## src/busPkg.sv

```systemverilog
`default_nettype none

package busPkg;

	parameter int WordWidth = 32; // width of the bus and of every register.

	// one index per bus source, in priority order (lowest wins).
	typedef enum logic [4:0] {
		srcR0 = 5'd0, srcR1 = 5'd1, srcR2 = 5'd2, srcR3 = 5'd3,
		srcR4 = 5'd4, srcR5 = 5'd5, srcR6 = 5'd6, srcR7 = 5'd7,
		srcR8 = 5'd8, srcR9 = 5'd9, srcR10 = 5'd10, srcR11 = 5'd11,
		srcR12 = 5'd12, srcR13 = 5'd13, srcR14 = 5'd14, srcR15 = 5'd15,
		srcHi = 5'd16,
		srcLo = 5'd17,
		srcZHigh = 5'd18,
		srcZLow = 5'd19,
		srcPc = 5'd20,
		srcMdr = 5'd21,
		srcInPort = 5'd22,
		srcImmediate = 5'd23,
		srcNone = 5'd31 // nothing requested, bus reads zero.
	} busSource;

endpackage

`default_nettype wire
```

## src/registerFile.sv

```systemverilog
`default_nettype none

module registerFile #(
	parameter int NumRegs = 16
) (
	input logic Clock,
	input logic reset,
	input logic [busPkg::WordWidth-1:0] busData,
	input logic [NumRegs-1:0] regIn,
	output logic [busPkg::WordWidth-1:0] regContents [NumRegs]
);

	// every register watches the bus and loads on its own strobe.
	always_ff @(posedge Clock) begin
		if (reset) begin
			for (int i = 0; i < NumRegs; i++) begin
				regContents[i] <= '0;
			end
		end else begin
			for (int i = 0; i < NumRegs; i++) begin
				if (regIn[i]) begin
					regContents[i] <= busData; // one load per clock.
				end
			end
		end
	end

endmodule

`default_nettype wire

```

## config.mk

```make
export PLATFORM = sky130hd
export DESIGN_NAME = registerFile
export DESIGN_NICKNAME = d
export VERILOG_FILES = /design/src/busPkg.sv /design/src/registerFile.sv
export SDC_FILE = /design/constraint.sdc
export NUM_CORES = 1
export LEC_CHECK = 0
export ABC_CLOCK_PERIOD_IN_PS = 900
export BUFFER_PORTS_ARGS = -buffer_cell sky130_fd_sc_hd__buf_2
export CAP_MARGIN = 40
export CORE_AREA = 2 2 217 219
export CTS_CLUSTER_SIZE = 40
export DETAILED_ROUTE_END_ITERATION = 12
export DIE_AREA = 0 0 219 221
export PLACE_DENSITY = 0.68
export SLEW_MARGIN = 5
export SYNTH_ARGS = -nofsm -noshare
export SYNTH_HDL_FRONTEND = slang
export SYNTH_SLANG_ARGS = --single-unit
```

## constraint.sdc

```tcl
create_clock -name Clock -period 0.9 [get_ports Clock]
set_input_delay 0.09 -clock Clock [delete_from_list [all_inputs] [get_ports Clock]]
set_output_delay 0.09 -clock Clock [all_outputs]
set_load 0.005 [all_outputs]
```

# After elaboration in Yosys (flattened, before gate mapping)
# Index checks and enable logic that the tools add are counted.
[totals]
out_inout_bits = 512
regBits = 512

# Longest topological paths before layout
# Gate-level depths: netlist (run 1).
[depth]
word_depth = 0
depth_mapped = 4

# Worst setup path after synthesis (run 1)
# Ideal clock, no wire load.
[synth_timing]
path_kind = "input port to flip-flop"
startpoint = "input regIn[8]"
endpoint = "register regContents[225] (netlist bit)"
arrival_ns = 0.570
slack_ns = 0.216
stages = 4
cell_sequence = "buf_6 buf_6 mux2i_1 nor2_1"
[synth_lines]
columns = ["element", "line_no", "source"]
rows = [
  ["from (decl)", "registerFile.sv:9", "input logic [NumRegs-1:0] regIn,"],
  ["to (signal, indexed assignment)", "registerFile.sv:22", "regContents[i] <= busData;"],
  ["to (decl)", "registerFile.sv:10", "output logic [busPkg::WordWidth-1:0] regContents [NumRegs]"],
]

# Final worst setup path (run 1)
[layout_timing]
startpoint = "register regContents[416] (netlist bit)"
endpoint = "output regContents[416] (netlist bit)"
# No word-level cell between the ends.

==> results of run 1 <==
## cell type report
cell class | count | area [µm²]
clock buffer | 80 | 1570
clock inverter | 13 | 193
multi-input combinational | 1024 | 7050
tap | 607 | 759
sequential | 512 | 10900
fill | 3596 | 18400
antenna | 2 | 5.00
timing repair buffer | 757 | 7170
## worst paths after layout
kind / endpoint / cells past startpoint / slack (ns)
setup / recovery: regContents[416] / 1 / -0.25
hold / removal: regContents[181] / 4 / 0.03
setup reg to reg: regContents[432] / 4 / 0.02
hold reg to reg: regContents[65] / 2 / 0.48
## power groups by stage
stage / Combinational, mW / Sequential [mW] / Clock (mW)
6_report: 7.77 / 25.3 / 22.4
5_1_grt: 8.23 / 25.4 / 23.6
4_1_cts: 7.26 / 25.2 / 22.6
3_5_place_dp: 6.13 / 25.2 / 0
3_3_place_gp: 6.01 / 25.2 / 0
2_1_floorplan: 3.47 / 25.3 / 0
## cells by family after synthesis
group,share of synthesized area
buffers and inverters,0.0928
DFF,0.538
muxes,0.269
and+or+nand+nor,0.101
## through the flow
stage	power [mW]	hold WS [ns]	setup TNS (ns)
final	55.4	0.0298	-102.41
after CTS	55.1	0.000162	-122.32
after global routing	57.3	0.0263	-124.35
after global placement	31.2	0.466	-0.148
after floorplan	28.8	0.237	0
after detailed placement	31.3	0.473	-0.739
## synthesized netlist by cell type
master | number | area share
buf_2 | 14 | 0.0037
buf_4 | 11 | 0.0043
buf_6 | 80 | 0.047
buf_8 | 44 | 0.035
clkbuf_8 | 4 | 0.0029
dfxtp_1 | 512 | 0.54
mux2i_1 | 512 | 0.27
nor2_1 | 512 | 0.10
## metal layers
| metal | vias up | wire, µm | track usage | share of wire |
|---|---|---|---|---|
| met4 | 0 | 2170 | 0.0994 | 0.034 |
| met3 | 128 | 4490 | 0.0576 | 0.069 |
| met1 | 7398 | 26900 | 0.309 | 0.42 |
| met2 | 573 | 31000 | 0.416 | 0.48 |
| met5 | - | 0 | 0 | 0 |
| li1 | 6859 | - | - | - |
## worst register-to-register path: stages (launching register included)
cell,delay (ns)
dfxtp_2,0.33
buf_4,0.13
buf_4,0.12
mux2i_1,0.14
nor2_1,0.05
## repair_timing
action | 4_1_cts | 5_1_grt
setup endpoints to repair | 512 | 529
gates resized for setup | 793 | 83
hold endpoints to repair | 187 | 0
setup buffers | 60 | 39
hold buffers | 21 | 0
gates cloned | 0 | 3
==> metrics.md, run 1 <==
| Metric | Value |
|---|---|
| Leakage | approximately 14 nW |
| Endpoints failing setup | a little over 500 |
| Chip height | approximately 220 µm |
| IO buf count | ~560 |
| Initial core utilization | 0.414 |
| Max Cap Viol | 0 |
| Sink Count | between 500 and 600 |
| Number of DRC markers in iteration 0 | 750 |
| Final core utilization | 0.600 |
| Cells after Synth | 1689 |
| Clock power frac | 0.404 |
| Endpoints failing hold | 0 |
| CP peak stage delay | around 0.36 ns |
| Drt first pass iters | 5 |
| CTS Buf Count | between 50 and 60 |
| Worst min path class | in -> reg |
| P per Cell Area | approximately 2000 nW/µm² |
| Sw frac | 0.245 |
| Net Count, Synth | between 1500 and 2000 |
| Flops & latches, synth | between 500 and 600 |
| Max FFs per register | roughly 510 |
| Relative slew slack | 0.568 |
| Vias per cell | between 4 and 5 |
| CP Class | reg -> out |
| CP Cell Sequence | buf_2 |
| GPL Wtd Cong | between 0.8 and 0.9 |
| Most frequent cells in the layout | 512 x nor2_1, 511 x dfxtp_2, 510 x mux2i_1, 350 x buf_6, 210 x buf_2 |
| DRC Markers | 0 |
| Largest reg by FF count | regContents |
| Grt ovf | 0 |
| Syn Std Cell Area | between 15000 and 20000 µm² |
| Critical path startpoint | regContents[416] |
| Layout cell share with drive strength beyond 1 | 0.557 |
| Failing checks | setup timing |
| Reg clk slew, reported paths | about 0.06 ns |
| Post-DP HPWL | 41000 µm |
| Most common cell after layout, fill and taps aside | nor2_1 |
| Sw power | approximately 14 mW |
| Clk_skew | 0 ns |
| Routed WL | between 60000 and 70000 µm |
| I/O pins | 562 |
| Element type at the critical path end | primary output |
| YS warnings | 0 |
| Worst-path fanout max | 2 |
| Post-Place Cells | roughly 2800 |
| Core box area | 46100 µm² |
| Routed Antenna Nets | 0 |
| Dpl ws | -0.0454 ns |
| Global-route wire length before repair | ~93000 µm |
| Avg Cell Area, Syn | between 10 and 15 µm² |
| Status | complete, but fails checks |
| Design Area, Final | about 28000 µm² |
| Synth cell types | 8 |
| Reg2reg start | regContents[432] |
| Fin crit share | 1.28 |
| Initial antenna violation count | 1 |
| Sequential share of power | 0.456 |
| GRT Total Usage | 0.249 |
| CTS tree | done |
| P_int | around 42 mW |
| Min cycle time layout | between 1 and 1.5 ns |
| Final net count | approximately 2400 |
| Final Max Slew Viols | 0 |
| FP Rows | between 70 and 80 |
| Finished Layout Cells | approximately 3000 |
| Peak supply drop | ~1.7 mV |
| WP buf/inv | 1 |
| Top Family by Delay on Critical Path | flip-flops |
| Critical Path RT | 0.81 ns |
| Startpoint Class | register |
| RSZ-0062 raised after global routing | yes |
| CP Data Arrival Time | between 1 and 1.5 ns |
| Final WS setup | -0.251 ns |
| DR vias | 14958 |
| WL/cell | 21.6 µm |
| Vias in the first global route | approximately 15000 |
| Combinational group share of total power | 0.140 |
| Clock Path Buffers | 3 |
| Regs by FF count | regContents x512 |
| Htree depth | 2 |
| Slew @ Worst Pin | between 0.6 and 0.7 ns |
| DIE AREA | 48400 µm² |
| Pin count of the biggest net entering global routing | 45 |
| Worst skew pair latency | 0.57 ns |
| Dpl cell area | roughly 22000 µm² |
| Slowest cell on the critical path | dfxtp_2 |
| Max Fclk | 0.869 GHz |
| Sequential share of the synthesized area | 0.538 |
| Hold Crit Start | regIn[10] |
| Root Buffer | clkbuf_16 |
| Die Span X | between 200 and 250 µm |
| Area Overhead vs Synth | 45.0% |
No activity file was read; power rests on OpenSTA's default activity.
==> run 2: changes to the inputs <==
--- a/config.mk
+++ b/config.mk
@@ -5,10 +5,10 @@
 export SDC_FILE = /design/constraint.sdc
 export NUM_CORES = 1
 export LEC_CHECK = 0
-export ABC_CLOCK_PERIOD_IN_PS = 900
 export BUFFER_PORTS_ARGS = -buffer_cell sky130_fd_sc_hd__buf_2
 export CAP_MARGIN = 40
 export CORE_AREA = 2 2 217 219
+export CTS_BUF_LIST = sky130_fd_sc_hd__clkbuf_16
 export CTS_CLUSTER_SIZE = 40
 export DETAILED_ROUTE_END_ITERATION = 12
 export DIE_AREA = 0 0 219 221
==> run 2 against run 1 <==
The run still ends with setup timing left. Combinational power is 1% lower. Count of clock-buffer cells in the layout decreased by 27. Via count fell by 0.34%. Worst hold slack better by 0.0037 ns. Sequential power about the same. Power fell by 2.6%. Largest cell class unchanged.
==> metrics.md, run 2 (synthesis gave the netlist of run 1 again) <==
| Metric | Value |
|---|---|
| Slew @ Worst Pin | 0.612 ns (-0.0355 ns) |
| Layout cell share with drive strength beyond 1 | 0.549 (-0.00813) |
| Endpoints failing hold | 0 (unchanged) |
| FP Rows | 79 (unchanged) |
| Largest reg by FF count | regContents |
| Peak supply drop | 1.66 mV (about the same) |
| Most frequent cells in the layout | 512 x nor2_1, 511 x mux2i_1, 511 x dfxtp_2, 349 x buf_6, 210 x buf_2 |
| Total negative setup slack | -101.92 ns (+0.484 ns) |
| Clock Path Buffers | 3 (unchanged) |
| GPL Wtd Cong | 0.819 (unchanged) |
| Pin count of the biggest net entering global routing | 45 (unchanged) |
| Post-Place Cells | 2777 (unchanged) |
| Global-route wire length before repair | 91500 µm (-1.1%) |
| Final core utilization | 0.595 (-0.00549) |
| Hold Crit Start | regIn[10] |
| Area Overhead vs Synth | 43.7% |
| Routed WL | 64100 µm (-0.81%) |
| Root Buffer | clkbuf_16 |
| Grt ovf | 0 (unchanged) |
| WL/cell | 21.5 µm (-0.48%) |
| P per Cell Area | 1970 nW/µm² (-1.7%) |
| Max Cap Viol | 0 (unchanged) |
| Post-DP HPWL | 41000 µm (unchanged) |
| Status | complete, but fails checks |
| Startpoint Class | register |
| Min cycle time layout | 1.15 ns (-0.00450 ns) |
| Critical Path RT | 0.81 ns (about the same) |
| CTS tree | done |
| Final Max Slew Viols | 0 (unchanged) |
| Vias per cell | 4.99 (about the same) |
| Routed Antenna Nets | 0 (unchanged) |
| Hold Path Depth | 4 (unchanged) |
| DR vias | 14907 (-0.34%) |
| Design Area, Final | 27400 µm² (-0.91%) |
| GRT Total Usage | 0.246 (-0.00280) |
| Worst skew pair latency | 0.57 ns (about the same) |
| Final WS setup | -0.247 ns (+0.00450 ns) |
| CP Data Arrival Time | 1.06 ns (about the same) |
| Final net count | 2385 (-0.50%) |
| Sink Count | 512 (unchanged) |
| Dpl ws | -0.0454 ns (unchanged) |
| IO buf count | 561 (unchanged) |
| RSZ-0062 raised after global routing | yes |
| Worst Hold Slack | 0.0335 ns (+0.00366 ns) |
| DRC Markers | 0 (unchanged) |
| CP Class | reg -> out |
| Drt first pass iters | 7 (+2) |
| Most common cell after layout, fill and taps aside | nor2_1 |
| Worst min path class | in -> reg |
| Failing checks | setup timing |
| Relative slew slack | 0.592 (+0.0236) |
| Critical path startpoint | regContents[369] |
| WP buf/inv | 1 (unchanged) |
| Cells on worst reg2reg path | 4 (unchanged) |
| Dpl cell area | 22000 µm² (unchanged) |
| Die Span X | 219 µm (unchanged) |
| Finished Layout Cells | 2985 (-0.33%) |
| DIE AREA | 48400 µm² (unchanged) |
| Element type at the critical path end | primary output |
| Endpoints failing setup | 513 (+0.20%) |
| Initial core utilization | 0.414 (unchanged) |
| Levels on crit path | 1 (unchanged) |
| Fill cell count | 3638 (+1.2%) |
| Core box area | 46100 µm² (unchanged) |
| CP Cell Sequence | buf_2 |
| Worst-path fanout max | 2 (unchanged) |
| Htree depth | 2 (unchanged) |
| Slowest cell on the critical path | dfxtp_2 |
| Top Family by Delay on Critical Path | flip-flops |
| Total power draw | 53.9 mW (-2.6%) |
| Reg clk slew, reported paths | 0.06 ns (about the same) |
| Regs by FF count | regContents x512 |
| Max Fclk | 0.872 GHz (+0.39%) |
| Fin crit share | 1.27 (-0.00500) |
| CP peak stage delay | 0.36 ns (about the same) |
| Number of DRC markers in iteration 0 | 832 (+11%) |
| Initial antenna violation count | 2 (+1) |
| Chip height | 221 µm (unchanged) |
| Leakage | 13.5 nW (-0.68%) |
| I/O pins | 562 (unchanged) |
| Max FFs per register | 512 (unchanged) |
| CTS Buf Count | 52 (unchanged) |
| Reg2reg start | regContents[507] |
| Vias in the first global route | 14722 (-1.4%) |
| Clk_skew | 0 ns (unchanged) |
## run 2: cell count changes in the layout (fill, tap and decap cells not counted), moves of 2 or more
| cell | change |
|---|---|
| buf_4 | -10 |
| clkbuf_1 | -13 |
| clkbuf_8 | -14 |
| clkinv_1 | +14 |
| diode_2 | +2 |
| inv_1 | +13 |
## run 2: repair_timing
item | CTS | global route
hold buffers | 20 | 0
endpoints found under the setup margin | 512 | 523
setup buffers | 58 | 31
endpoints found under the hold margin | 188 | 0
resized for setup | 793 | 82
cloned | 0 | 2
## run 2: area by class of cell
class	instances	area (µm²)	share of cell area
diodes	4	10.0	0.000365
flip-flops and latches	512	10900	0.398
multi-input cells	1024	7050	0.257
clock buffers	53	1330	0.0484
clock inverters	40	294	0.0107
well taps	607	759	0.0277
repair buffers	745	7060	0.258
## run 2: final timing paths
kind              slack (ns)               end
hold / removal          0.03  regContents[182]
hold reg to reg         0.48  regContents[230]
setup reg to reg        0.02  regContents[507]
setup / recovery       -0.25  regContents[369]
## run 2: report_power, final
group | switching, mW | leakage (nW) | internal, mW
Combinational | 3.61 | 8.25 | 4.08
Clock | 8.96 | 0.843 | 12.0
Sequential | 0.957 | 4.41 | 24.3
## run 2: metal layers
metal / wire length, µm / up-vias / track usage
met5: 0 / - / 0
met4: 2150 / 0 / 0.0955
met3: 4450 / 129 / 0.0568
met2: 31000 / 587 / 0.411
met1: 26600 / 7360 / 0.307
li1: - / 6831 / -
