[config.mk]
export PLATFORM = sky130hd
export DESIGN_NAME = specialRegisters
export DESIGN_NICKNAME = d
export VERILOG_FILES = /design/src/isaPkg.sv /design/src/busPkg.sv /design/src/specialRegisters.sv
export SDC_FILE = /design/constraint.sdc
export NUM_CORES = 1
export LEC_CHECK = 0
export BUFFER_PORTS_ARGS = -buffer_cell sky130_fd_sc_hd__buf_4
export CAP_MARGIN = 20
export CELL_PAD_IN_SITES_DETAIL_PLACEMENT = 1
export CELL_PAD_IN_SITES_GLOBAL_PLACEMENT = 2
export CORE_UTILIZATION = 28
export DETAILED_ROUTE_END_ITERATION = 8
export HOLD_SLACK_MARGIN = 0.08
export PLACE_DENSITY = 0.84
export REMOVE_ABC_BUFFERS = 1
export SYNTH_ARGS = -nofsm -noshare
export SYNTH_HDL_FRONTEND = slang
export SYNTH_SLANG_ARGS = --single-unit
[constraint.sdc]
create_clock -name Clock -period 0.9 [get_ports Clock]
set_input_delay 0.09 -clock Clock [delete_from_list [all_inputs] [get_ports Clock]]
set_output_delay 0.09 -clock Clock [all_outputs]
set_load 0.02 [all_outputs]
[src/isaPkg.sv]
`default_nettype none

package isaPkg;

	parameter int ConstWidth = 19; // width of the immediate constant.

	typedef enum logic [4:0] {
		opAdd = 5'd3,
		opSub = 5'd4,
		opAnd = 5'd5,
		opOr = 5'd6,
		opRor = 5'd7,
		opRol = 5'd8,
		opShr = 5'd9,
		opShl = 5'd11,
		opMul = 5'd15,
		opNeg = 5'd17,
		opNot = 5'd18
	} aluOp;

	typedef struct packed {
		logic [4:0] opcode;
		logic [3:0] ra;
		logic [3:0] rb;
		logic [3:0] rc;
		logic [14:0] unused;
	} regFormat;

	typedef struct packed {
		logic [4:0] opcode;
		logic [3:0] ra;
		logic [3:0] rb;
		logic signed [ConstWidth-1:0] constant;
	} immFormat;

	// the same IR bits, read either as three registers or as two plus a constant.
	typedef union packed {
		regFormat asReg;
		immFormat asImm;
	} instructionWord;

endpackage

`default_nettype wire

[src/busPkg.sv]
`default_nettype none

package busPkg;

	parameter int WordWidth = 32; // width of the bus and of every register.

	// one index per bus source, in priority order (lowest wins).
	typedef enum logic [4:0] {
		srcR0 = 5'd0, srcR1 = 5'd1, srcR2 = 5'd2, srcR3 = 5'd3,
		srcR4 = 5'd4, srcR5 = 5'd5, srcR6 = 5'd6, srcR7 = 5'd7,
		srcR8 = 5'd8, srcR9 = 5'd9, srcR10 = 5'd10, srcR11 = 5'd11,
		srcR12 = 5'd12, srcR13 = 5'd13, srcR14 = 5'd14, srcR15 = 5'd15,
		srcHi = 5'd16,
		srcLo = 5'd17,
		srcZHigh = 5'd18,
		srcZLow = 5'd19,
		srcPc = 5'd20,
		srcMdr = 5'd21,
		srcInPort = 5'd22,
		srcImmediate = 5'd23,
		srcNone = 5'd31 // nothing requested, bus reads zero.
	} busSource;

endpackage

`default_nettype wire
[src/specialRegisters.sv]
`default_nettype none

module specialRegisters (
	input logic Clock,
	input logic reset,
	input logic [busPkg::WordWidth-1:0] busData,
	input logic [busPkg::WordWidth-1:0] memData,
	input logic read,
	input logic hiIn,
	input logic loIn,
	input logic yIn,
	input logic zIn,
	input logic pcIn,
	input logic irIn,
	input logic marIn,
	input logic mdrIn,
	input logic [2*busPkg::WordWidth-1:0] aluResult,
	output logic [busPkg::WordWidth-1:0] hi,
	output logic [busPkg::WordWidth-1:0] lo,
	output logic [busPkg::WordWidth-1:0] y,
	output logic [busPkg::WordWidth-1:0] zHigh,
	output logic [busPkg::WordWidth-1:0] zLow,
	output logic [busPkg::WordWidth-1:0] pc,
	output logic [busPkg::WordWidth-1:0] mdr,
	output logic [busPkg::WordWidth-1:0] marAddress,
	output logic [busPkg::WordWidth-1:0] immediate,
	output isaPkg::instructionWord irWord
);
	import busPkg::*;
	import isaPkg::*;

	always_ff @(posedge Clock) begin
		if (reset) begin
			hi <= '0;
			lo <= '0;
			y <= '0;
			zHigh <= '0;
			zLow <= '0;
			pc <= '0;
			mdr <= '0;
			marAddress <= '0;
			irWord <= '0;
		end else begin
			if (hiIn) hi <= busData;
			if (loIn) lo <= busData;
			if (yIn) y <= busData;
			if (zIn) {zHigh, zLow} <= aluResult; // Z takes the full 64-bit result.
			if (pcIn) pc <= busData;
			if (marIn) marAddress <= busData;
			if (irIn) irWord <= busData;
			if (mdrIn) begin
				mdr <= read ? memData : busData; // memory side wins while reading.
			end
		end
	end

	// immediate format view of IR, constant widened with its sign.
	assign immediate = {{(WordWidth - ConstWidth){irWord.asImm.constant[ConstWidth-1]}},
		irWord.asImm.constant};

endmodule

`default_nettype wire

# Yosys cells after proc, flatten, opt, wreduce, memory -nomap -nowiden
# Cells that the tools add are included.
dict set report word_totals {
  ff_bits 288
  word_cells 10
  out_inout_bits 320
}
dict set report classes {
  n_mux 1
}
# op count
set ops {}
lappend ops {{two-way mux 32 bit} 1}

# Depth between registers and ports, before layout
# Gate-level depths: netlist of run 1.
dict set report depth {
  ltp_word 1
  ltp_mapped 4
  ltp_nobuf 2
}

# Worst setup path after synthesis of run 1
# OpenSTA, ideal clock, no wires.
dict set report synth_path {
  path_type {register to output}
  from {reg irWord[18] (netlist name)}
  to {out immediate[19] (netlist name)}
  t_required_ns 0.810
  path_stages_with_launch 2
  slack_ns -0.066
  arrival_time_ns 0.876
  n_path_buf 1
  path_cell_list {dfxtp_1 -> buf_4}
}
# element line
set synth_lines {}
lappend synth_lines {{from (decl)} specialRegisters.sv:27} ;# output isaPkg::instructionWord irWord
lappend synth_lines {{from (signal assigned)} specialRegisters.sv:50} ;# if (irIn) irWord <= busData;
lappend synth_lines {{to (decl)} specialRegisters.sv:26} ;# output logic [busPkg::WordWidth-1:0] immediate,
# No word-level cell between the ends.

# Worst setup path in the final report of run 1
dict set report layout_path {
  from {reg irWord[18] (netlist name)}
  to {out immediate[21] (netlist name)}
}
# No word-level cell between the ends.

==> results of run 1 <==
repair_timing:
action                                  in CTS  in global routing
endpoints found under the setup margin     320                390
cloned                                       0                 12
hold buffers                               138                  0
endpoints found under the hold margin      288                  0
setup buffers                               28                 40
pin swaps                                    0                  1
resized for setup                          600                 46
worst max-delay path, delay by kind of cell, from the launching register on:
kind	cells	cell delay (ns)
buf+inv	2	0.29
flops	1	0.34
metrics by stage:
step	worst slack, ns	hold slack (ns)	TNS (ns)
after floorplan	-1.71	0.162	-22.75
after detailed placement	-0.0786	0.337	-1.34
after CTS	-0.379	0.0812	-69.49
after global routing	-0.412	0.0927	-71.52
after global placement	-0.0499	0.324	-1.05
final	-0.358	0.0971	-59.09
layer usage:
| layer | vias up | global-route usage, % |
|---|---|---|
| met4 | 0 | 9.10 |
| met5 | - | 0 |
| li1 | 4600 | - |
| met3 | 89 | 6.95 |
| met2 | 420 | 41.2 |
| met1 | 4970 | 24.7 |
final timing paths:
check,depth (start not counted),startpoint,end,slack [ns]
worst min register to register,2,mdr[22]$_SDFFE_PP0P_,mdr[22]$_SDFFE_PP0P_,0.49
worst max-delay path,2,irWord[18]$_SDFFE_PP0P_,immediate[21],-0.36
worst max register to register,4,y[1]$_SDFFE_PP0P_,y[1]$_SDFFE_PP0P_,-0.07
worst min-delay path,3,mdrIn,mdr[8]$_SDFFE_PP0P_,0.1
kinds of logic (layout without fill, tap and decap cells):
| group | count (synthesis) | in the layout | share of synthesized area [%] |
|---|---|---|---|
| compound gates | 32 | 32 | 2.24 |
| buf+inv | 106 | 774 | 6.84 |
| flops | 288 | 288 | 53.9 |
| mux | 288 | 288 | 26.9 |
| other cells | 0 | 2 | 0 |
| simple gates | 288 | 288 | 10.1 |
placed cells by master, fill, tap and decap left out, types with 8 or more instances in the layout:
cell type	synthesis	layout
a211oi_1	32	26
buf_12	3	24
buf_4	52	228
buf_6	6	313
clkbuf_1	8	8
clkbuf_16	0	49
clkbuf_8	0	8
dfxtp_2	0	274
dfxtp_4	0	14
dlygate4sd3_1	0	130
mux2i_1	288	278
mux2i_2	0	8
nor2_1	288	286
sequential cells by signal (all words and copies together), names as in the netlist:
name / flops
mdr: 32
irWord: 32
lo: 32
y: 32
zLow: 32
marAddress: 32
zHigh: 32
pc: 32
hi: 32
power by group through the flow:
stage	registers (mW)	clock network, mW	logic [mW]
after floorplan	15.3	0	1.15
after global placement	14.2	0	5.42
after detailed placement	14.3	0	5.50
after CTS	14.3	14.5	6.66
after global routing	14.4	15.0	7.66
final	14.3	14.3	7.33
synth_stat cells, drive strengths merged:
cell      n  area (µm²)
mux2i   288        2880
a211oi   32         240
dfxtp   288        5770
clkbuf    8        30.0
buf      98         702
nor2    288        1080
area by class of cell:
type,count,area [µm²]
Multi-Input combinational cell,608,4290
Timing Repair Buffer,715,7420
Tap cell,511,639
Clock buffer,52,1050
Antenna cell,2,5.00
Sequential cell,288,6160
Fill cell,3937,18000
Clock inverter,7,85.1
==> results_dict.tcl, run 1 <==
set metrics [dict create \
    layout_setup_ws_ns -0.358 \
    hpwl_um 28000 \
    comb_power_share_pct 20.4 \
    core-area_um2 37700 \
    dieArea_um2 39000 \
    hold_path.class "in2reg" \
    path_clk_slew_ns 0.07 \
    hold_viol 0 \
    p_int_mw 26.0 \
    fp-row-count 71 \
    gr-total-overflow 0 \
    drt_iter0_drc 264 \
    ys.warnings.count 0 \
    p_clk_share_pct 39.7 \
    grt_pass1_wl_um 67300 \
    worstPathCellList "buf_12, buf_4" \
    fin_util_pct 52.2 \
    drt-met1-wl_um 20200 \
    wl_met2_um 25500 \
    critical-path-max-stage-delay_ns 0.34 \
    cp_max_fo 16 \
    grt_setup_unrepaired "yes" \
    finalSetupViolCount 324 \
    ys_seq_area_share_pct 53.9 \
    syn_inst 1002 \
    routed_wl_um 51200 \
    p_per_area_nw_per_um2 1830 \
    ys_seq_elements 288 \
    die-height_um 198 \
    cp-start-kind "flop" \
    swShare_pct 27.6 \
    routed_via_density 4.62 \
    period_minus_slack_ns 1.26 \
    dpl-instance-area_um2 14600 \
    ant_nets 0 \
    finalPower_mw 35.9 \
    instances_no_fill 2183 \
    fin_skew_ns 0 \
    synth_cell_types 10 \
    crit_type "reg2out" \
    post-place-cells 1906 \
    stdcell_area_um2 19700 \
    via_count 10079 \
    fin_crit_sh_pct 140 \
    syn_area_per_cell_um2 10.7 \
    max_slew.worst_pin.slew_ns 0.454 \
    fp.dieW_um 198 \
    nets 1786 \
    grt_pass1_vias 10854 \
    synthesis.area_um2 10700 \
    root_buffer "clkbuf_16" \
    final_max_slew_viol_count 0 \
    slew_headroom_pct 69.7 \
    met3_length_um 3650 \
    cts_buffer_depth 3 \
    grt_use_total_pct 22.8 \
    p_sw_mw 9.91 \
    numCtsBuffers 34 \
    ir_drop_mv 1.71 \
    clock_latency_ns 0.52 \
    avgRoutedWirePerCell_um 23.4 \
    required_ns 0.81 \
    clock_sinks 288 \
    slowest_stage "dfxtp_2" \
    cts_tree "yes" \
    firstDrtPassIters 4 \
    drive_gt1_share_pct 56.0 \
    power_leakage_nw 9.35 \
    cts-htree-levels 2 \
    place_congestion 0.737 \
    drcViolationCount 0 \
    start_util_pct 28.4 \
    drv_cap 0 \
    status "complete, but fails checks" \
    ioPinCount 459 \
    io_buffer_count 458 \
    top_layer "met4" \
    antenna_found_initial 2 \
    worstSetupEndpointType "output pin" \
    synthToLayoutAreaGrowth_pct 83.7 \
    arrival_ns 1.17 \
    grt_max_degree 52 \
    fmax_mhz 795 \
    p_seq_share_pct 39.9 \
    violations "negative setup slack" \
]
Note: power is estimated with default switching activity, not from simulation.
==> run 2, diff against run 1 <==
==> constraint.sdc (replaced) <==
create_clock -name Clock -period 0.9 [get_ports Clock]
set_input_delay 0.18 -clock Clock [delete_from_list [all_inputs] [get_ports Clock]]
set_output_delay 0.18 -clock Clock [all_outputs]
set_load 0.02 [all_outputs]
==> run 2 against run 1 <==
Effect of this change: the run still ends with negative setup slack left; count of clock-buffer cells in the layout fell by 5; via count rose by 1.4%; final area rose by 0.79%; clock power fell by 6%; highest routed layer is now met5; combinational power rose by 2%; register-to-register slack improved by 0.02 ns; largest power group unchanged; power fell by 2.2%; non-clock buffer count rose by 32; utilization rose by 0.41 points.
==> results_dict.tcl, run 2 (same netlist as run 1, synthesis figures left out) <==
set metrics [dict create \
    place_congestion 0.744 \
    slew_headroom_pct 59.6 \
    fin_crit_sh_pct 152 \
    cp-start-kind "flop" \
    cts_buffer_depth 3 \
    die-height_um 198 \
    core-area_um2 37700 \
    reg2reg_from "marAddress[11]$_SDFFE_PP0P_" \
    final_max_slew_viol_count 0 \
    layout_setup_ws_ns -0.469 \
    worstSetupEndpointType "output pin" \
    grt_pass1_wl_um 69000 \
    critical-path-max-stage-delay_ns 0.33 \
    fp-row-count 71 \
    start_util_pct 28.4 \
    power_leakage_nw 9.46 \
    status "complete, but fails checks" \
    antenna_found_initial 1 \
    max_slew.worst_pin.slew_ns 0.604 \
    nets 1815 \
    n_antenna_cell 0 \
    crit_family "flip-flops" \
    nFillCells 3958 \
    synthToLayoutAreaGrowth_pct 85.2 \
    via_count 10222 \
    ant_nets 0 \
    crit_cells 2 \
    numCtsBuffers 31 \
    crit_type "reg2out" \
    drive_gt1_share_pct 57.1 \
    finalSetupViolCount 486 \
    grt_max_degree 52 \
    finalSetupTns_ns -122.91 \
    required_ns 0.72 \
    hold_path.class "in2reg" \
    arrival_ns 1.19 \
    hold_viol 0 \
    cts-htree-levels 1 \
    post-place-cells 1924 \
    p_per_area_nw_per_um2 1770 \
    fin_skew_ns 0 \
    holdPathStages 3 \
    fmax_mhz 731 \
    seqCellArea_um2 6170 \
    firstDrtPassIters 4 \
    drv_cap 0 \
    period_minus_slack_ns 1.37 \
    hp-start "reset" \
    hold_end "mdr[19]$_SDFFE_PP0P_" \
    clock_sinks 288 \
    grt_use_total_pct 23.1 \
    cp_max_fo 16 \
    ir_drop_mv 1.48 \
    grt_pass1_vias 11110 \
    grt_setup_unrepaired "yes" \
    routed_via_density 4.62 \
    r2r-end "marAddress[11]$_SDFFE_PP0P_" \
    routed_wl_um 51400 \
    multi_input_area_um2 4300 \
    drcViolationCount 0 \
    r2r.worst_path.cells 3 \
    fin_util_pct 52.6 \
    violations "negative setup slack" \
    layout_common_cells "buf_6 (314), nor2_1 (285), mux2i_1 (283)" \
    cts_tree "yes" \
    path_buf_inv 2 \
    hpwl_um 28400 \
    drt_iter0_drc 373 \
    path_clk_slew_ns 0.06 \
    clock_latency_ns 0.57 \
    avgRoutedWirePerCell_um 23.2 \
    root_buffer "clkbuf_16" \
    mostFrequentLayoutCell "buf_6" \
    rrSetupSlack_ns -0.05 \
    instances_no_fill 2211 \
    ioPinCount 459 \
    worstPathCellList "buf_12, buf_4" \
    io_buffer_count 458 \
    fp.dieW_um 198 \
    finalPower_mw 35.2 \
    gr-total-overflow 0 \
    slowest_stage "dfxtp_2" \
    dieArea_um2 39000 \
]
## run 2: changes by cell type in the layout (fill, tap and decap cells not counted), sizes merged
cell and delta:
dlymetal6s4s -3, diode -2, dlygate4sd3 +2, buf +37
clkinv +3, clkbuf -9
## run 2: power by group
group | internal, mW | switching (mW)
Clock | 7.77 | 5.58
Combinational | 3.83 | 3.63
Sequential | 13.7 | 0.661
Total | 25.3 | 9.88
## run 2: worst max path at each step
stage,startpoint,to,slack [ns]
finish,irWord[18]$_SDFFE_PP0P_,immediate[29],-0.47
global route,irWord[18]$_SDFFE_PP0P_,immediate[29],-0.52
CTS,irWord[18]$_SDFFE_PP0P_,immediate[20],-0.50
detailed placement,read,mdr[9]$_SDFFE_PP0P_,-0.14
global placement,read,mdr[9]$_SDFFE_PP0P_,-0.12
floorplan,irWord[18]$_SDFFE_PP0P_,irWord[18]$_SDFFE_PP0P_,-1.71
## run 2: repair_timing
| item | CTS | global route |
|---|---|---|
| endpoints found under the hold margin | 288 | 9 |
| resized for setup | 602 | 46 |
| endpoints found under the setup margin | 320 | 606 |
| pin swaps | 0 | 7 |
| setup buffers | 37 | 51 |
| cloned | 0 | 9 |
| hold buffers | 134 | 3 |
## run 2: per-stage QoR
stage / hold slack, ns / setup slack (ns) / area [µm²]
3_3_place_gp: 0.414 / -0.117 / 14800
2_1_floorplan: 0.252 / -1.71 / 9970
6_report: 0.0502 / -0.469 / 19800
3_5_place_dp: 0.425 / -0.136 / 14800
5_1_grt: 0.0526 / -0.520 / 19800
4_1_cts: 0.0846 / -0.501 / 19000
## run 2: worst register-to-register path: stages (launching register included)
cell,delay (ns)
dfxtp_2,0.33
buf_4,0.13
mux2i_1,0.26
nor2_1,0.10
## run 2: cell type report
| cell class | count | area share, % |
|---|---|---|
| tap | 511 | 3.23 |
| clock inverter | 10 | 0.524 |
| multi-input combinational | 608 | 21.7 |
| sequential | 288 | 31.1 |
| timing repair buffer | 747 | 38.7 |
| clock buffer | 47 | 4.77 |
## run 2: per-layer routing
metal	up-vias	wire [µm]	track usage [%]
li1	4665	-	-
met1	5050	20100	25.2
met2	409	25800	42.0
met3	96	3910	7.27
met4	2	1610	7.69
met5	-	12	0
