==> src/busPkg.sv <==
`default_nettype none

package busPkg;

	parameter int WordWidth = 32; // width of the bus and of every register.

	// one index per bus source, in priority order (lowest wins).
	typedef enum logic [4:0] {
		srcR0 = 5'd0, srcR1 = 5'd1, srcR2 = 5'd2, srcR3 = 5'd3,
		srcR4 = 5'd4, srcR5 = 5'd5, srcR6 = 5'd6, srcR7 = 5'd7,
		srcR8 = 5'd8, srcR9 = 5'd9, srcR10 = 5'd10, srcR11 = 5'd11,
		srcR12 = 5'd12, srcR13 = 5'd13, srcR14 = 5'd14, srcR15 = 5'd15,
		srcHi = 5'd16,
		srcLo = 5'd17,
		srcZHigh = 5'd18,
		srcZLow = 5'd19,
		srcPc = 5'd20,
		srcMdr = 5'd21,
		srcInPort = 5'd22,
		srcImmediate = 5'd23,
		srcNone = 5'd31 // nothing requested, bus reads zero.
	} busSource;

endpackage

`default_nettype wire
==> src/busEncoder.sv <==
`default_nettype none

module busEncoder #(
	parameter int NumRegs = 16
) (
	input logic [busPkg::WordWidth-1:0] regContents [NumRegs],
	input logic [NumRegs-1:0] regOut,
	input logic hiOut,
	input logic loOut,
	input logic zHighOut,
	input logic zLowOut,
	input logic pcOut,
	input logic mdrOut,
	input logic inPortOut,
	input logic immOut,
	input logic [busPkg::WordWidth-1:0] hi,
	input logic [busPkg::WordWidth-1:0] lo,
	input logic [busPkg::WordWidth-1:0] zHigh,
	input logic [busPkg::WordWidth-1:0] zLow,
	input logic [busPkg::WordWidth-1:0] pc,
	input logic [busPkg::WordWidth-1:0] mdr,
	input logic [busPkg::WordWidth-1:0] inPort,
	input logic [busPkg::WordWidth-1:0] immediate,
	output logic [busPkg::WordWidth-1:0] busData
);
	import busPkg::*;

	localparam int IndexWidth = $clog2(NumRegs);

	busSource grant;

	// checked from the lowest priority up, so a lower index overwrites a higher one.
	always_comb begin
		grant = srcNone;
		if (immOut) grant = srcImmediate;
		if (inPortOut) grant = srcInPort;
		if (mdrOut) grant = srcMdr;
		if (pcOut) grant = srcPc;
		if (zLowOut) grant = srcZLow;
		if (zHighOut) grant = srcZHigh;
		if (loOut) grant = srcLo;
		if (hiOut) grant = srcHi;
		for (int i = NumRegs - 1; i >= 0; i--) begin
			if (regOut[i]) grant = busSource'(i);
		end
	end

	always_comb begin
		busData = '0; // idle bus reads zero.
		case (grant)
			srcHi: busData = hi;
			srcLo: busData = lo;
			srcZHigh: busData = zHigh;
			srcZLow: busData = zLow;
			srcPc: busData = pc;
			srcMdr: busData = mdr;
			srcInPort: busData = inPort;
			srcImmediate: busData = immediate;
			srcNone: busData = '0;
			default: begin
				if (int'(grant) < NumRegs) busData = regContents[grant[IndexWidth-1:0]];
			end
		endcase
	end

endmodule

`default_nettype wire

==> config.mk <==
export PLATFORM = sky130hd
export DESIGN_NAME = busEncoder
export DESIGN_NICKNAME = d
export VERILOG_FILES = /design/src/busPkg.sv /design/src/busEncoder.sv
export SDC_FILE = /design/constraint.sdc
export NUM_CORES = 1
export LEC_CHECK = 0
export BUFFER_PORTS_ARGS = -buffer_cell sky130_fd_sc_hd__buf_2
export CAP_MARGIN = 20
export CORE_AREA = 2 2 320 322
export DETAILED_ROUTE_END_ITERATION = 6
export DIE_AREA = 0 0 322 324
export PLACE_DENSITY = 0.36
export SLEW_MARGIN = 20
export SYNTH_ARGS = -nofsm -noshare
export SYNTH_HDL_FRONTEND = slang
export SYNTH_SLANG_ARGS = --single-unit
==> constraint.sdc <==
create_clock -name vclk -period 4.1
set_input_delay 0.205 -clock vclk [all_inputs]
set_output_delay 0.205 -clock vclk [all_outputs]
set_load 0.005 [all_outputs]
# After elaboration in Yosys (flattened, before gate mapping)

Index checks and enable logic that the tools add are counted.

Register bits: 0
Bits of input ports: 792
Output and inout bits: 32
Logic and storage cells: 41

$lt $le $gt $ge: 2
Equal/unequal tests: 9
Mux-type cells: 29
Bitwise logic cells: 1

Operators with widths:

| kind                                                      | number |
|---|---|
| case mux 32 bit (9 select lines)                          | 1 |
| binary-select mux 32 bit (select 4 bit)                   | 1 |
| two-way mux 5 bit                                         | 23 |
| two-way mux 32 bit                                        | 3 |
| == test 5 bit (second input constant)                     | 9 |
| greater-or-equal comparator 5 bit (second input constant) | 1 |
| < comparator 5 bit (second input constant)                | 1 |
| NOT 4 -> 5 bit                                            | 1 |
| two-way mux 4 bit                                         | 1 |

# Depth between registers and ports, before layout

Gate-level depths: netlist of run 1.

Word-level depth: 30
Gate-level depth with buffers: 11
Gate-level depth less buffers: 8

# Worst setup path before layout of run 1

Ideal clock, no wire load.

Path type: input-to-output
From: input regOut[12]
To: output busData[30] (netlist name)
Data arrival time: 2.217 ns
Required time: 3.895 ns
Setup slack: 1.678 ns
Cell stages on the path: 9
Path buffers: 1
Cells stage by stage: nand2b_1 -> a2111oi_0 -> o31ai_1 -> o211ai_2 -> clkbuf_1 -> mux2_2 -> a221o_1 -> a21oi_1 -> o21bai_1

Longest elaborated chain between the ends: 19
Elaborated cells between the ends (all ways): 29

RTL lines:

| what                                                  | line             | source |
|---|---|---|
| from (decl)                                           | busEncoder.sv:7  | `input logic [NumRegs-1:0] regOut,` |
| two-way mux 5 bit (*) (13 in a row)                   | busEncoder.sv:44 | `if (regOut[i]) grant = busSource'(i);` |
| NOT 4 -> 5 bit (not written as such)                  | busEncoder.sv:61 | `if (int'(grant) < NumRegs) busData = regContents[grant[IndexWidth-1:0]];` |
| binary-select mux 32 bit (select 4 bit)               | busEncoder.sv:61 |  |
| two-way mux 32 bit (not written as such) (2 in a row) | busEncoder.sv:61 |  |
| two-way mux 32 bit                                    | busEncoder.sv:61 |  |
| case mux 32 bit (9 select lines) (*)                  | busEncoder.sv:50 | `case (grant)` |
| to (decl)                                             | busEncoder.sv:24 | `output logic [busPkg::WordWidth-1:0] busData` |

Every way passes the cells marked *; elsewhere a longest branch is shown, timed or not. The select of a mux whose other input is x is not followed.

# Final worst setup path of run 1

From: input regOut[15]
To: output busData[6] (netlist name)

Longest elaborated chain between the ends: 22
Elaborated cells between the ends (all ways): 32

RTL lines:

| what                                                  | line |
|---|---|
| two-way mux 5 bit (*) (16 in a row)                   | busEncoder.sv:44 |
| NOT 4 -> 5 bit (not written as such)                  | busEncoder.sv:61 |
| binary-select mux 32 bit (select 4 bit)               | busEncoder.sv:61 |
| two-way mux 32 bit (not written as such) (2 in a row) | busEncoder.sv:61 |
| two-way mux 32 bit                                    | busEncoder.sv:61 |
| case mux 32 bit (9 select lines) (*)                  | busEncoder.sv:50 |

Marks and branches as above.

==> qor.yml, run 1 <==
setup_path:
  startpoint: "regOut[15]"
  worstPathArrival_ns: 3.60
  cp.depth: 11
  crit_path_end: "busData[6]"
  crit_type: "primary input to primary output"
  cp_slowest_cell: "a21oi_1"
  worstPathRequired_ns: 3.89
  worstPathCellList: "buf_2, or4_1, nor2_2, and3_2, buf_4, nand3_1, a21oi_1, a2111oi_2, buf_4, o21ai_1, buf_2"
  worstPathMaxFanout: 35
  startpoint_type: "primary input"
  path_buf_inv: 4
  critPathMaxStageDelay_ns: 0.70
  crit_family: "simple AND/OR/NAND/NOR gates"
  cp-end-kind: "primary output"
placed_design:
  placed_area_mm2: 0.0128
  post-dp-hpwl_um: 80700
  place.gp.congestion: 0.858
  port-buffer-count: 824
yosys:
  yosys-top-cells-count: "nand2_1, nand3_1, a31oi_1, a22oi_1, a21oi_1"
  synth-seq-area-share: 0
  ys_types: 61
  synthSimpleGateAreaFrac: 0.410
  syn-num-nets: 1956
  synth.avg_cell_area_um2: 5.74
  synth_xor_area_frac: 0
  synthMuxAreaShare: 0.147
  synthAdderAreaFrac: 0
  synth_most_common_cell: "nand2_1"
  synth_area_mm2: 0.00669
  netlist_instances: 1164
  synth_compound_area_frac: 0.359
  synth_top_cells_by_area: "nand2_1, nand3_1, a22oi_1, mux2i_1, a31oi_1"
  synth_top_area_share: 0.249
  synth_top_area_cell: "nand2_1"
  synth_top_family_by_area: "simple AND/OR/NAND/NOR gates"
  yosys_warnings: 0
finish:
  drive_gt1_frac: 0.502
  nets: 2757
  seqCellArea_um2: 0
  multi_input_area_mm2: 0.00630
  final_area_mm2: 0.0129
  seq_cell_count: 0
  nFillCells: 12100
  area_delta_synth_final_pct: 92.6
  clockBufferCount: 0
  postLayoutCoreUtil: 0.127
pwr:
  p_clk_frac: 0
  cellInternalPower_mw: 0.579
  p_sw_mw: 0.789
  power-per-cell-area_mw_per_mm2: 106
  switching_share: 0.577
  power_frac_comb: 1.000
  power_mw: 1.37
  sequentialPowerShare: 0
  peakVddDrop_mv: 0.0380
  leakagePower_nw: 5.96
floorplanning:
  die_w_um: 322
  die_h_um: 324
  start_util: 0.0662
  core_mm2: 0.101
  pin_count: 824
  dieArea_mm2: 0.104
  std_cell_rows: 117
global_route:
  antenna_found_initial: 69
  grtUsageTotal: 0.159
  met1_usage: 0.204
  globalRouteOverflowTotal: 0
  first_global_vias: 12700
  grt_max_degree: 69
  grt_pass1_wl_um: 112000
  busiest_layer: "met2"
  grt_use_met2: 0.266
  use_met3: 0.0493
sta:
  setup_tns_ns: 0
  max_freq_ghz: 0.263
  tightest_slew_ns: 0.940
  drv_slew: 0
  fin_crit_sh: 0.929
  final-setup-viol-count: 0
  rsz0062_at_grt: "false"
  finalHoldViolations: 0
  slew_headroom: 0.372
  post-route-min-period_ns: 3.81
drt:
  drc: 0
  drt_iter0_drc: 872
  routedWlPerCell_um: 27.1
  vias_per_cell: 3.85
  antenna_left: 0
  first_pass_iters: 6
  vias: 12700
  routed_wl_um: 89000
run_status:
  status: "complete, no violations"
cts:
  hold_buffers: 0
  cts_setup_buffers: 0
  post_cts_resize_count: 0
flow_run:
  maxCapViolCount: 0
hold_path:
  hold_class: "primary input to primary output"
-- power groups by stage --
stage,sequential [mW],combinational [mW],clock (mW)
floorplan,0,0.530,0
global placement,0,1.41,0
detailed placement,0,1.41,0
CTS,0,1.41,0
global route,0,1.50,0.000000330
finish,0,1.37,0.000000584
-- per-layer routing --
layer	wire (um)	part of all wire	vias to the layer above
met5	269	0.0030	-
met4	862	0.0097	44
met3	8030	0.090	90
met2	41700	0.47	669
met1	38100	0.43	5920
li1	-	-	5955
-- cell usage in the layout (no fill, tap or decap), types with 17 or more instances in the layout --
cell / synthesis / layout
buf_2: 40 / 824
nor2_1: 22 / 18
buf_4: 8 / 69
nand2_1: 443 / 442
mux2i_1: 45 / 45
a31oi_1: 64 / 64
diode_2: 0 / 17
nand3_1: 100 / 99
and3_1: 18 / 17
a22oi_1: 63 / 63
mux2_2: 31 / 31
a32oi_1: 31 / 31
o21ai_1: 24 / 24
a21oi_1: 61 / 60
-- worst min-delay path by stage --
stage                      from          end  slack (ns)  depth (start not counted)
3_3_place_gp             hi[20]  busData[20]        0.86                          5
5_1_grt        regContents[410]  busData[26]        0.92                          6
6_report                 hi[20]  busData[20]        0.86                          5
2_1_floorplan            pc[25]  busData[25]        0.53                          2
3_5_place_dp             hi[20]  busData[20]        0.86                          5
4_1_cts                  hi[20]  busData[20]        0.87                          5
-- cell families after synthesis --
logic type             Yosys count
AOI/OAI and AO/OA              339
muxes                           88
buffers and inverters          110
and+or+nand+nor                627
-- through the flow --
step                hold slack, ns  instances  setup slack [ns]
global placement             0.861       3272             0.132
floorplan                    0.534       1164              1.68
CTS                          0.873       3272            0.0623
finish                       0.863       3289             0.292
detailed placement           0.865       3272            0.0678
global route                 0.916       3282            0.0672
-- final cells by class --
type	count	share of cell area
Timing Repair Buffer	905	0.379
Multi-Input combinational cell	1054	0.489
Tap cell	1309	0.127
Antenna cell	17	0.00330
Inverter	4	0.00117
No activity file was read; power rests on OpenSTA's default activity.
==> run 2: changes to the inputs <==
--- a/config.mk
+++ b/config.mk
@@ -10,6 +10,7 @@
 export CORE_AREA = 2 2 320 322
 export DETAILED_ROUTE_END_ITERATION = 6
 export DIE_AREA = 0 0 322 324
+export MAX_ROUTING_LAYER = met4
 export PLACE_DENSITY = 0.36
 export SLEW_MARGIN = 20
 export SYNTH_ARGS = -nofsm -noshare
==> run 2 against run 1 <==
Setup slack gained 0.044 ns. Clock-buffer cell count unchanged. Non-clock buffer count unchanged. Final cell count rose by 0.73%. Design area up 0.47%. Via count grew 0.17%. Total power up 0.17%. Highest routed layer is now met4. Die area is the same. Largest cell class unchanged. Critical path depth stayed put.
==> qor.yml, run 2 (synthesis gave the netlist of run 1 again) <==
drt:
  vias: 12700  # about the same
  drc: 0  # unchanged
  drt_iter0_drc: 879  # was 872
  antenna_left: 0  # unchanged
  first_pass_iters: 6  # unchanged
  vias_per_cell: 3.83  # was 3.85
  routedWlPerCell_um: 26.8  # was 27.1 um
  routed_wl_um: 88800  # was 89000 um
global_route:
  first_global_vias: 12700  # about the same
  grtUsageTotal: 0.163  # was 0.159
  grt_pass1_wl_um: 112000  # about the same
  grt_max_degree: 69  # unchanged
  globalRouteOverflowTotal: 0  # unchanged
  antenna_found_initial: 66  # was 69
finish:
  layout_commonest_cell: "buf_2"  # unchanged
  final_cell_mix: "buf_2, nand2_1, nand3_1, buf_4, a31oi_1"  # unchanged
  seqCellArea_um2: 0  # unchanged
  area_delta_synth_final_pct: 93.5  # was 92.6%
  final_area_mm2: 0.0129  # about the same
  seq_cell_count: 0  # unchanged
  clockBufferCount: 0  # unchanged
  finalNonFillerCells: 3313  # was 3289
  nets: 2757  # unchanged
  drive_gt1_frac: 0.502  # unchanged
sta:
  setup_tns_ns: 0  # unchanged
  rsz0062_at_grt: "false"  # unchanged
  max_freq_ghz: 0.266  # was 0.263 GHz
  fin_crit_sh: 0.918  # was 0.929
  final-setup-viol-count: 0  # unchanged
  finalHoldViolations: 0  # unchanged
  tightest_slew_ns: 0.923  # was 0.940 ns
  post-route-min-period_ns: 3.76  # was 3.81 ns
  drv_slew: 0  # unchanged
  slew_headroom: 0.369  # was 0.372
placed_design:
  placed_area_mm2: 0.0128  # unchanged
  dpl.cell_count: 3272  # unchanged
  post-dp-hpwl_um: 80700  # unchanged
  port-buffer-count: 824  # unchanged
  place.gp.congestion: 0.872  # was 0.858
setup_path:
  cp-end-kind: "primary output"  # unchanged
  startpoint_type: "primary input"  # unchanged
  worstPathRequired_ns: 3.89  # about the same
  worstPathMaxFanout: 35  # unchanged
  crit_type: "primary input to primary output"  # unchanged
  worstPathArrival_ns: 3.56  # was 3.60 ns
cts:
  hold_buffers: 0  # unchanged
  cts_setup_buffers: 0  # unchanged
  post_cts_resize_count: 0  # unchanged
floorplanning:
  dieArea_mm2: 0.104  # unchanged
  start_util: 0.0662  # unchanged
  std_cell_rows: 117  # unchanged
  die_w_um: 322  # unchanged
  core_mm2: 0.101  # unchanged
  pin_count: 824  # unchanged
  die_h_um: 324  # unchanged
pwr:
  peakVddDrop_mv: 0.0380  # about the same
  power-per-cell-area_mw_per_mm2: 106  # about the same
  leakagePower_nw: 5.96  # about the same
run_status:
  status: "complete, no violations"  # unchanged
hold_path:
  hold_depth: 5  # unchanged
  hold_end: "busData[20]"  # unchanged
  hold_class: "primary input to primary output"  # unchanged
  hold_start: "hi[20]"  # unchanged
flow_run:
  maxCapViolCount: 0  # unchanged
run 2: worst max-delay path by stage:
stage	startpoint	endpoint	slack, ns	cells past startpoint
finish	regOut[15]	busData[6]	0.34	11
global route	regOut[15]	busData[6]	0.07	11
CTS	regOut[8]	busData[25]	0.06	12
detailed placement	regOut[8]	busData[25]	0.07	12
global placement	regOut[8]	busData[25]	0.13	12
floorplan	regOut[12]	busData[30]	1.68	9
run 2: layout make-up:
cell class,instances,area [um^2]
Tap cell,1309,1640
Inverter,4,15.0
Timing Repair Buffer,905,4880
Fill cell,12100,88100
Antenna cell,41,103
Multi-Input combinational cell,1054,6300
run 2: metal layers:
metal  wire length (um)  share of wire  track usage
met2              41500           0.47        0.265
met4                926          0.010       0.0199
met5                  0              0            -
met3               7730          0.087       0.0465
met1              38700           0.44        0.206
run 2: worst max-delay path, stage by stage:
cell and delay (ns):
buf_2 0.12, or4_1 0.61, nor2_2 0.19, and3_2 0.24, buf_4 0.45, nand3_1 0.43, a21oi_1 0.66, a2111oi_2 0.18
buf_4 0.22, o21ai_1 0.08, buf_2 0.14
run 2: power by group:
group          switching, mW  internal (mW)
logic                  0.792          0.579
registers                  0              0
clock network              0     0.00000141
run 2: per-stage QoR:
step                      hold slack (ns)  setup slack (ns)  utilization  total power [mW]
final                               0.873             0.337        0.128              1.37
after global routing                0.916            0.0672        0.128              1.50
after CTS                           0.873            0.0623        0.127              1.41
after detailed placement            0.865            0.0678        0.127              1.41
after global placement              0.861             0.132        0.127              1.41
after floorplan                     0.534              1.68            -             0.530
==> run 3: changes to the inputs <==
--- a/config.mk
+++ b/config.mk
@@ -11,7 +11,7 @@
 export DETAILED_ROUTE_END_ITERATION = 6
 export DIE_AREA = 0 0 322 324
 export MAX_ROUTING_LAYER = met4
-export PLACE_DENSITY = 0.36
+export PLACE_DENSITY_LB_ADDON = 0.12
 export SLEW_MARGIN = 20
 export SYNTH_ARGS = -nofsm -noshare
 export SYNTH_HDL_FRONTEND = slang
==> run 3 against run 2 <==
The run now ends with DRC left. Total power shrank 1.1%. Critical endpoint is now busData[18]. Worst hold slack worse by 0.0072 ns. First-iteration DRC count fell by 0.46%. Largest cell class unchanged. Setup slack worse by 0.092 ns. Non-clock buffer count rose by 18. Clock-buffer cell count unchanged. Highest routed layer unchanged. Core utilization is 0.18 points higher. Maximum frequency is 2.4% lower.
==> qor.yml, run 3 (synthesis gave the netlist of run 1 again) <==
run_status:
  status: "complete, but fails checks"  # was complete, no violations
  violations: "DRC"
setup_path:
  crit_path_frequent_cell: "buf_4"
  crit_type: "primary input to primary output"  # unchanged
  worstPathCellList: "buf_2, inv_1, a21oi_1, o211ai_1, o21ai_4, buf_4, buf_4, nand2_1, a31oi_1, a2111oi_0, buf_4, o21ai_1, buf_2"  # was buf_2, or4_1, nor2_2, and3_2, buf_4, nand3_1, a21oi_1, a2111oi_2, buf_4, o21ai_1, buf_2
  worstPathArrival_ns: 3.65  # was 3.56 ns
  cp-end-kind: "primary output"  # unchanged
  worstPathMaxFanout: 14  # was 35
  path_buf_inv: 6  # was 4
  crit_family: "compound AO/OA/AOI/OAI gates"  # was simple AND/OR/NAND/NOR gates
  critPathMaxStageDelay_ns: 1.02  # was 0.66 ns
  cp_slowest_cell: "a2111oi_0"  # was a21oi_1
  worstPathRequired_ns: 3.89  # about the same
  startpoint_type: "primary input"  # unchanged
global_route:
  antenna_found_initial: 28  # was 66
  grt_max_degree: 64  # was 69
  grt_pass1_wl_um: 112000  # about the same
  globalRouteOverflowTotal: 0  # unchanged
  first_global_vias: 13500  # was 12700
  grtUsageTotal: 0.160  # was 0.163
sta:
  rsz0062_at_grt: "false"  # unchanged
  whs_ns: 0.866  # was 0.873 ns
  final-setup-viol-count: 0  # unchanged
  tightest_slew_ns: 1.15  # was 0.923 ns
  drv_slew: 0  # unchanged
  finalHoldViolations: 0  # unchanged
  max_freq_ghz: 0.259  # was 0.266 GHz
  setup_tns_ns: 0  # unchanged
  final.setup.worst_slack_ns: 0.245  # was 0.337 ns
  post-route-min-period_ns: 3.86  # was 3.76 ns
  fin_crit_sh: 0.940  # was 0.918
  slew_headroom: 0.213  # was 0.369
placed_design:
  placed_area_mm2: 0.0131  # was 0.0128 mm^2
  post-dp-hpwl_um: 76900  # was 80700 um
  dpl.cell_count: 3289  # was 3272
  port-buffer-count: 824  # unchanged
  place_ws_ns: 0.0225  # was 0.0678 ns
  place.gp.congestion: 0.859  # was 0.872
hold_path:
  hold_class: "primary input to primary output"  # unchanged
finish:
  layout_commonest_cell: "buf_2"  # unchanged
  nFillCells: 12100  # about the same
  final_cell_mix: "buf_2, nand2_1, nand3_1, buf_4, a31oi_1"  # unchanged
  finalNonFillerCells: 3308  # was 3313
  area_delta_synth_final_pct: 96.3  # was 93.5%
  seq_cell_count: 0  # unchanged
  final_area_mm2: 0.0131  # was 0.0129 mm^2
  drive_gt1_frac: 0.510  # was 0.502
  clockBufferCount: 0  # unchanged
  seqCellArea_um2: 0  # unchanged
  nets: 2775  # was 2757
  postLayoutCoreUtil: 0.130  # was 0.128
floorplanning:
  start_util: 0.0662  # unchanged
  die_h_um: 324  # unchanged
  die_w_um: 322  # unchanged
  pin_count: 824  # unchanged
  core_mm2: 0.101  # unchanged
  dieArea_mm2: 0.104  # unchanged
  std_cell_rows: 117  # unchanged
pwr:
  power_mw: 1.36  # was 1.37 mW
  leakagePower_nw: 6.07  # was 5.96 nW
  peakVddDrop_mv: 0.0272  # was 0.0380 mV
  power-per-cell-area_mw_per_mm2: 103  # was 106 mW/mm^2
drt:
  antenna_left: 0  # unchanged
  first_pass_iters: 7  # was 6
  vias_per_cell: 3.88  # was 3.83
  routed_wl_um: 86300  # was 88800 um
  vias: 12800  # was 12700
  drt_iter0_drc: 875  # was 879
  drc: 4  # was 0
  routedWlPerCell_um: 26.1  # was 26.8 um
flow_run:
  maxCapViolCount: 0  # unchanged
## run 3: cell count changes in the layout (fill, tap and decap cells not counted), sizes merged
| cell | before | now |
|---|---|---|
| buf | 905 | 923 |
| diode | 41 | 18 |
## run 3: layout make-up
type               count  area, um^2  share of cell area
repair buffers       923        5090               0.388
inverters              4        15.0             0.00114
diodes                18        45.0             0.00343
well taps           1309        1640               0.125
multi-input cells   1054        6330               0.483
## run 3: worst paths after layout
path / depth (start not counted) / end / from / slack, ns
worst max-delay path: 13 / busData[18] / loOut / 0.24
worst min-delay path: 6 / busData[17] / regContents[433] / 0.87
## run 3: metal layers
metal,track usage,vias up,routed length [um]
li1,-,6003,-
met1,0.186,6175,34700
met2,0.286,606,44400
met3,0.0293,46,5590
met4,0.0281,0,1540
met5,-,-,0
## run 3: power breakdown
part           internal [mW]    total, mW  switching (mW)
clock network    0.000000558  0.000000558               0
logic                  0.596         1.36           0.760
registers                  0            0               0
total                  0.596         1.36           0.760
## run 3: tightest hold or removal path, stage by stage
cell and delay, ns:
buf_2 0.10, nand2_1 0.05, nand3_1 0.07, nand3_1 0.07, o21ai_1 0.05, buf_2 0.12
## run 3: repair_timing
item | CTS | global route
resized for setup | 0 | 1
hold buffers | 0 | 0
setup buffers | 0 | 0
setup endpoints to repair | 0 | 1
